`src/IntExec_cfg.svh`:
```
// Widths shared by the integer execution stage
// Data word, operation tag and shift amount

`ifndef INT_EXEC_CFG_SVH
`define INT_EXEC_CFG_SVH

// Operand and result width
`define DATA_WIDTH 32

// Tag carried alongside each operation
`define TAG_WIDTH 4

// Low bits of operand B used as shift amount
`define SHAMT_WIDTH 5

`endif
```
`src/IntExecTypes.sv`:
```
// Types for the integer execution stage
// Data and tag words, opcode enums, operand and result payloads

`include "IntExec_cfg.svh"

package IntExecTypes;

    typedef logic [`DATA_WIDTH-1:0] DataPath;
    typedef logic signed [`DATA_WIDTH-1:0] SignedDataPath;
    typedef logic [`TAG_WIDTH-1:0] OpTag;

    // Which unit computes the result
    typedef enum logic {
        OC_ALU   = 1'b0,
        OC_SHIFT = 1'b1
    } IntOpClass;

    typedef enum logic [3:0] {
        AC_AND  = 4'h0,
        AC_EOR  = 4'h1,
        AC_SUB  = 4'h2,
        AC_ADD  = 4'h3,
        AC_SLT  = 4'h4,
        AC_SLTU = 4'h5,
        AC_ORR  = 4'h6,
        AC_EQZ  = 4'h7,   // czero.eqz
        AC_NEZ  = 4'h8    // czero.nez
    } IntALU_Code;

    typedef enum logic [1:0] {
        SC_SLL = 2'h0,
        SC_SRL = 2'h1,
        SC_SRA = 2'h2
    } ShiftCode;

    // Operand register payload
    typedef struct packed {
        IntOpClass  opClass;
        IntALU_Code aluCode;
        ShiftCode   shiftCode;
        DataPath    srcA;
        DataPath    srcB;
        OpTag       tag;
    } IntExecOp;

    // Result register payload
    typedef struct packed {
        DataPath data;
        OpTag    tag;
    } IntExecResult;

endpackage

```
`src/IntExecUnit.sv`:
```
// IntExecUnit: integer execution stage top level
// Operand register, ALU and shifter, result register

module IntExecUnit import IntExecTypes::*; (
    input logic clk,
    input logic rst,

    // Operation in
    input logic opValid,
    output logic opReady,
    input IntOpClass opClass,
    input IntALU_Code aluCode,
    input ShiftCode shiftCode,
    input DataPath srcA,
    input DataPath srcB,
    input OpTag opTag,

    // Result out
    output logic resValid,
    input logic resReady,
    output DataPath resData,
    output OpTag resTag
);
    IntExecOp opIn;
    IntExecOp opOut;
    logic opOutValid;

    IntExecResult resIn;
    IntExecResult resOut;
    logic resInReady;

    DataPath aluData;
    DataPath shiftData;

    always_comb begin
        opIn.opClass = opClass;
        opIn.aluCode = aluCode;
        opIn.shiftCode = shiftCode;
        opIn.srcA = srcA;
        opIn.srcB = srcB;
        opIn.tag = opTag;
    end

    IntExecPipeReg #(.PayloadT(IntExecOp)) opStage (
        .clk(clk),
        .rst(rst),
        .inValid(opValid),
        .inReady(opReady),
        .inData(opIn),
        .outValid(opOutValid),
        .outReady(resInReady),
        .outData(opOut)
    );

    IntALU alu (
        .aluDataOut(aluData),
        .aluCode(opOut.aluCode),
        .fuOpA_In(opOut.srcA),
        .fuOpB_In(opOut.srcB)
    );

    IntShifter shifter (
        .shiftDataOut(shiftData),
        .shiftCode(opOut.shiftCode),
        .shiftOpA(opOut.srcA),
        .shiftOpB(opOut.srcB)
    );

    // Pick the unit by class, the tag rides along
    assign resIn.data = (opOut.opClass == OC_SHIFT) ? shiftData : aluData;
    assign resIn.tag = opOut.tag;

    IntExecPipeReg #(.PayloadT(IntExecResult)) resStage (
        .clk(clk),
        .rst(rst),
        .inValid(opOutValid),
        .inReady(resInReady),
        .inData(resIn),
        .outValid(resValid),
        .outReady(resReady),
        .outData(resOut)
    );

    assign resData = resOut.data;
    assign resTag = resOut.tag;

endmodule : IntExecUnit

```
`src/IntExecPipeReg.sv`:
```
// IntExecPipeReg: one-entry valid/ready pipeline register
// Payload type is a parameter so one module serves both stages

module IntExecPipeReg import IntExecTypes::*; #(
    parameter type PayloadT = IntExecResult
) (
    input logic clk,
    input logic rst,
    input logic inValid,
    output logic inReady,
    input PayloadT inData,
    output logic outValid,
    input logic outReady,
    output PayloadT outData
);
    logic full;
    PayloadT payload;

    // Take a new item when empty or when the held one leaves this cycle
    assign inReady = !full || outReady;

    always_ff @(posedge clk) begin
        if (rst) begin
            full <= 1'b0;
        end else if (inReady) begin
            full <= inValid;
        end
    end

    always_ff @(posedge clk) begin
        if (inValid && inReady) begin
            payload <= inData;
        end
    end

    assign outValid = full;
    assign outData = payload;

endmodule : IntExecPipeReg

```
`src/IntShifter.sv`:
```
// IntShifter: combinational shifter for SLL, SRL and SRA
// Shift amount is taken from the low bits of operand B

`include "IntExec_cfg.svh"

module IntShifter import IntExecTypes::*; (
    output DataPath shiftDataOut,
    input ShiftCode shiftCode,
    input DataPath shiftOpA,
    input DataPath shiftOpB
);
    logic [`SHAMT_WIDTH-1:0] shamt;
    SignedDataPath signedOpA;

    // Upper bits of B are ignored
    assign shamt = shiftOpB[`SHAMT_WIDTH-1:0];
    assign signedOpA = shiftOpA;

    always_comb begin
        case (shiftCode)
            // Zero fill from the top
            SC_SRL:  shiftDataOut = shiftOpA >> shamt;
            // Sign fill from the top
            SC_SRA:  shiftDataOut = DataPath'(signedOpA >>> shamt);
            // SLL
            default: shiftDataOut = shiftOpA << shamt;
        endcase
    end

endmodule : IntShifter

```
`src/IntALU.sv`:
```
// IntAdder: adder with optional operand inversion and signed overflow
// IntALU: combinational integer ALU covering logic, add and subtract,
// signed and unsigned compare, and the conditional-zero operations

`include "IntExec_cfg.svh"

// Sum with carry out on top
typedef struct packed {
    logic carry;
    IntExecTypes::DataPath data;
} IntAdderResult;

module IntAdder import IntExecTypes::*; (
    output IntAdderResult dst,
    output logic overflowOut,
    input DataPath srcA,
    input logic invA,
    input DataPath srcB,
    input logic invB,
    input logic carryIn
);
    DataPath tmpA;
    DataPath tmpB;

    always_comb begin
        tmpA = invA ? ~srcA : srcA;
        tmpB = invB ? ~srcB : srcB;
        dst = {1'b0, tmpA} + {1'b0, tmpB} + {{`DATA_WIDTH{1'b0}}, carryIn};
        // Sum sign disagrees with both operand signs
        overflowOut = (dst.data[`DATA_WIDTH-1] ^ tmpA[`DATA_WIDTH-1]) &&
                      (dst.data[`DATA_WIDTH-1] ^ tmpB[`DATA_WIDTH-1]);
    end
endmodule : IntAdder


module IntALU import IntExecTypes::*; (
    output DataPath aluDataOut,
    input IntALU_Code aluCode,
    input DataPath fuOpA_In,
    input DataPath fuOpB_In
);
    IntAdderResult adderDst;
    DataPath adderInA;
    DataPath adderInB;
    logic adderInvInB;
    logic adderInCarry;
    logic adderOutOverflow;   // no flags in this core

    SignedDataPath signedOpA;
    SignedDataPath signedOpB;
    IntAdderResult opDst;

    IntAdder adder (
        .dst(adderDst),
        .overflowOut(adderOutOverflow),
        .srcA(adderInA),
        .invA(1'b0),
        .srcB(adderInB),
        .invB(adderInvInB),
        .carryIn(adderInCarry)
    );

    // Adder inputs stay at zero outside ADD and SUB
    always_comb begin
        adderInA = '0;
        adderInB = '0;
        adderInvInB = 1'b0;
        adderInCarry = 1'b0;
        if (aluCode == AC_ADD || aluCode == AC_SUB) begin
            adderInA = fuOpA_In;
            adderInB = fuOpB_In;
        end
        // a - b = a + ~b + 1
        if (aluCode == AC_SUB) begin
            adderInvInB = 1'b1;
            adderInCarry = 1'b1;
        end
    end

    assign signedOpA = fuOpA_In;
    assign signedOpB = fuOpB_In;

    // Result select
    always_comb begin
        case (aluCode)
            AC_EOR:  opDst = {1'b0, fuOpA_In ^ fuOpB_In};
            AC_SUB,
            AC_ADD:  opDst = adderDst;
            AC_SLT:  opDst = {1'b0, {(`DATA_WIDTH-1){1'b0}}, signedOpA < signedOpB};
            AC_SLTU: opDst = {1'b0, {(`DATA_WIDTH-1){1'b0}}, fuOpA_In < fuOpB_In};
            AC_ORR:  opDst = {1'b0, fuOpA_In | fuOpB_In};
            AC_EQZ:  opDst = {1'b0, (fuOpB_In == '0) ? '0 : fuOpA_In};
            AC_NEZ:  opDst = {1'b0, (fuOpB_In != '0) ? '0 : fuOpA_In};
            // AND
            default: opDst = {1'b0, fuOpA_In & fuOpB_In};
        endcase
    end

    assign aluDataOut = opDst.data;

endmodule : IntALU

```
`config.mk`:
```
export PLATFORM = sky130hd
export DESIGN_NAME = IntExecUnit
export DESIGN_NICKNAME = d
export VERILOG_FILES = /design/src/IntExecTypes.sv /design/src/IntExecUnit.sv /design/src/IntExecPipeReg.sv /design/src/IntShifter.sv /design/src/IntALU.sv
export VERILOG_INCLUDE_DIRS = /design/src
export SDC_FILE = /design/constraint.sdc
export NUM_CORES = 1
export LEC_CHECK = 0
export ABC_CLOCK_PERIOD_IN_PS = 6800
export BUFFER_PORTS_ARGS = -buffer_cell sky130_fd_sc_hd__buf_2
export CORE_MARGIN = 5
export CORE_UTILIZATION = 55
export CTS_CLUSTER_SIZE = 12
export DETAILED_ROUTE_END_ITERATION = 8
export MAX_ROUTING_LAYER = met4
export PLACE_DENSITY = 0.72
export SYNTH_ARGS = -nofsm -noshare
export SYNTH_HDL_FRONTEND = slang
export SYNTH_SLANG_ARGS = --single-unit
```
`constraint.sdc`:
```
create_clock -name clk -period 6.8 [get_ports clk]
set_clock_uncertainty 0.05 [all_clocks]
set_input_delay 1.36 -clock clk [delete_from_list [all_inputs] [get_ports clk]]
set_output_delay 1.36 -clock clk [all_outputs]
set_load 0.005 [all_outputs]
```
==> out/qor.yml <==
clock_network:
  postCtsSetupRepairBufs: 0
  clock-sinks: 113
  cts_resized: 0
  cts-root-buf: "clkbuf_16"
  clk_pin_slew_ns: 0.07
  cts_tree: "yes"
  ctsLongestPathBuffers: 2
  cts_inserted_buffers: 17
  hold_buffers: 0
  htreeDepth: 4
  insertion_delay_ns: 0.44
die:
  dieHeight_um: 162
  die_w_um: 162
  initial_core_util_pct: 55.9
  die-area_mm2: 0.0262
  rows: 55
  core_mm2: 0.0227
  ios: 117
drt:
  viasPerCell: 6.91
  topRoutingLayerUsed: "met4"
  vias: 11866
  dr.first_iter.drc_count: 1654
  wl_met3_mm: 4.89
  wl_mm: 42.7
  drtPass1Iterations: 6
  ant_nets: 0
  m1WireLength_mm: 17.2
  drc: 0
  dr_wl_met2_mm: 18.6
  wl_per_cell_um: 24.9
yosys:
  synth_top_area_cell: "edfxtp_1"
  synth_seq_cells: 113
  synth_enable_flop_cells: 111
  syn_inst: 1373
  synth_area_leaders: "edfxtp_1 (26%), ha_1 (13%), mux4_2 (11%)"
  synthDistinctLibCells: 85
  yosys_warnings: 0
  synthTopCellsByCount: "nor2_1 (149), ha_1 (129), edfxtp_1 (111)"
  syn_area_mm2: 0.0127
  synth_ff_type: "edfxtp_1"
  synth_top_area_share_pct: 26.3
  seq_area_frac_synth_pct: 26.6
  syn_area_per_cell_um2: 9.24
  synth_nets: 1582
  yosysMostFrequentCell: "nor2_1"
  async_flop_share_pct: 0
sta:
  min_period_ns: 4.13
  period_share_pct: 60.7
  finalHoldViolCount: 0
  tightest_slew_ns: 1.19
  rsz0062_at_grt: "false"
  finalMaxSlewViolations: 0
  slew_headroom_pct: 20.0
  max_freq_mhz: 242
  setup_viol: 0
  finalSetupTns_ns: 0
  layout_setup_ws_ns: 2.67
place:
  dp_hpwl_mm: 30.7
  gp_congestion: 1.03
  portBuffers: 116
  dpl_worst_slack_ns: 2.80
hold_path:
  hold_start: "opStage.outData[2]"
  holdCritPathClass: "flip-flop to flip-flop"
run_status:
  outcome: "finished clean"
grt:
  antenna_found_initial: 1
  grt_pass1_vias: 10968
  overflow: 0
  grt_usage_pct: 33.0
  grt_pass1_wl_mm: 65.5
  grt_max_degree: 68
power_and_ir_drop:
  vdd_drop_max_mv: 0.178
  p_per_area_mw_per_mm2: 180
  power.leakage_nw: 5.88
  total_power_mw: 2.51
worst_setup_path:
  cp_max_fo: 40
  critical_path_class: "flip-flop to flip-flop"
  crit_required_ns: 6.89
  start_kind: "flip-flop"
  worst_setup_path_end_kind: "flip-flop"
  crit_path_start: "opStage.outData[73]"
  r2r_start: "opStage.outData[73]"
  arrival_ns: 4.22
final_layout:
  drive_above_1_share_pct: 19.9
  area_growth_pct: 9.85
  nets: 1626
job:
  maxCapViolCount: 0
-- routing by layer --
layer / vias to the layer above / global-route usage [%]
li1: 5273 / -
met1: 5661 / 45.3
met2: 798 / 47.6
met3: 134 / 6.90
met4: 0 / 14.0
met5: - / -
-- final cells by class --
type / count / area [µm²]
Fill cell: 1973 / 8770
Multi-Input combinational cell: 1064 / 8560
Sequential cell: 113 / 3370
Timing Repair Buffer: 138 / 746
Clock buffer: 17 / 425
Tap cell: 285 / 357
Inverter: 83 / 312
Clock inverter: 15 / 166
Antenna cell: 2 / 5.00
-- layout by cell type (no fill, tap or decap), drive strengths merged, types with 8 or more instances in the layout --
cell and count:
a211oi 19, a21o 19, a21oi 88, a221o 14, a221oi 31, a22oi 8, a31oi 18, and3 10
buf 138, clkbuf 17, edfxtp 111, ha 129, inv 90, mux2 28, mux2i 41, mux4 60
nand2 97, nand2b 8, nand3 16, nand4 11, nor2 149, nor2b 12, nor3 23, nor4 12
o211ai 20, o21ai 82, o22ai 10, xnor2 11, xor2 39
-- metrics by stage --
stage          std cells  util (%)  hold slack [ns]  instance area [µm²]
6_report            1717      61.4            0.370                13900
5_1_grt             1716      61.4            0.373                13900
4_1_cts             1715      61.4            0.370                13900
3_5_place_dp        1683      58.8            0.355                13300
3_3_place_gp        1683      58.8            0.350                13300
2_1_floorplan       1373         -            0.350                12700
-- power by group --
part / switching [mW] / total [mW] / internal, mW
sequential: 0.0662 / 0.885 / 0.819
clock: 0.427 / 0.950 / 0.523
combinational: 0.402 / 0.672 / 0.270
total: 0.895 / 2.51 / 1.61
-- worst max-delay path, cell delays in order (launching register included) --
cell and delay (ns):
edfxtp_1 0.55, or3b_2 0.54, buf_4 0.28, nor2_1 0.16
ha_1 0.27, nand4_1 0.18, a2111oi_4 0.48, o21a_1 0.25
o22a_1 0.21, xor2_1 0.08, a221oi_1 0.62, a21oi_1 0.15
-- sequential cells by signal (all words and copies together) (netlist names) --
name	count
resStage.outData	36
opStage.outData	75
resStage.outValid	1
opStage.outValid	1
-- worst paths after layout --
path / end / slack, ns / depth (start not counted)
setup reg to reg: resStage.outData[17] / 2.67 / 11
setup / recovery: resStage.outData[17] / 2.67 / 11
hold reg to reg: resStage.outData[2] / 0.37 / 0
hold / removal: resStage.outData[2] / 0.37 / 0
-- cells by family after synthesis --
group,count (synthesis),share of synthesized area [%]
compound gates,389,21.2
flops,113,26.6
mux,129,16.4
xor+xnor,50,3.45
simple gates,366,13.2
fa+ha+maj,130,12.9
buf+inv,196,6.32
(Power assumes the default switching activity.)
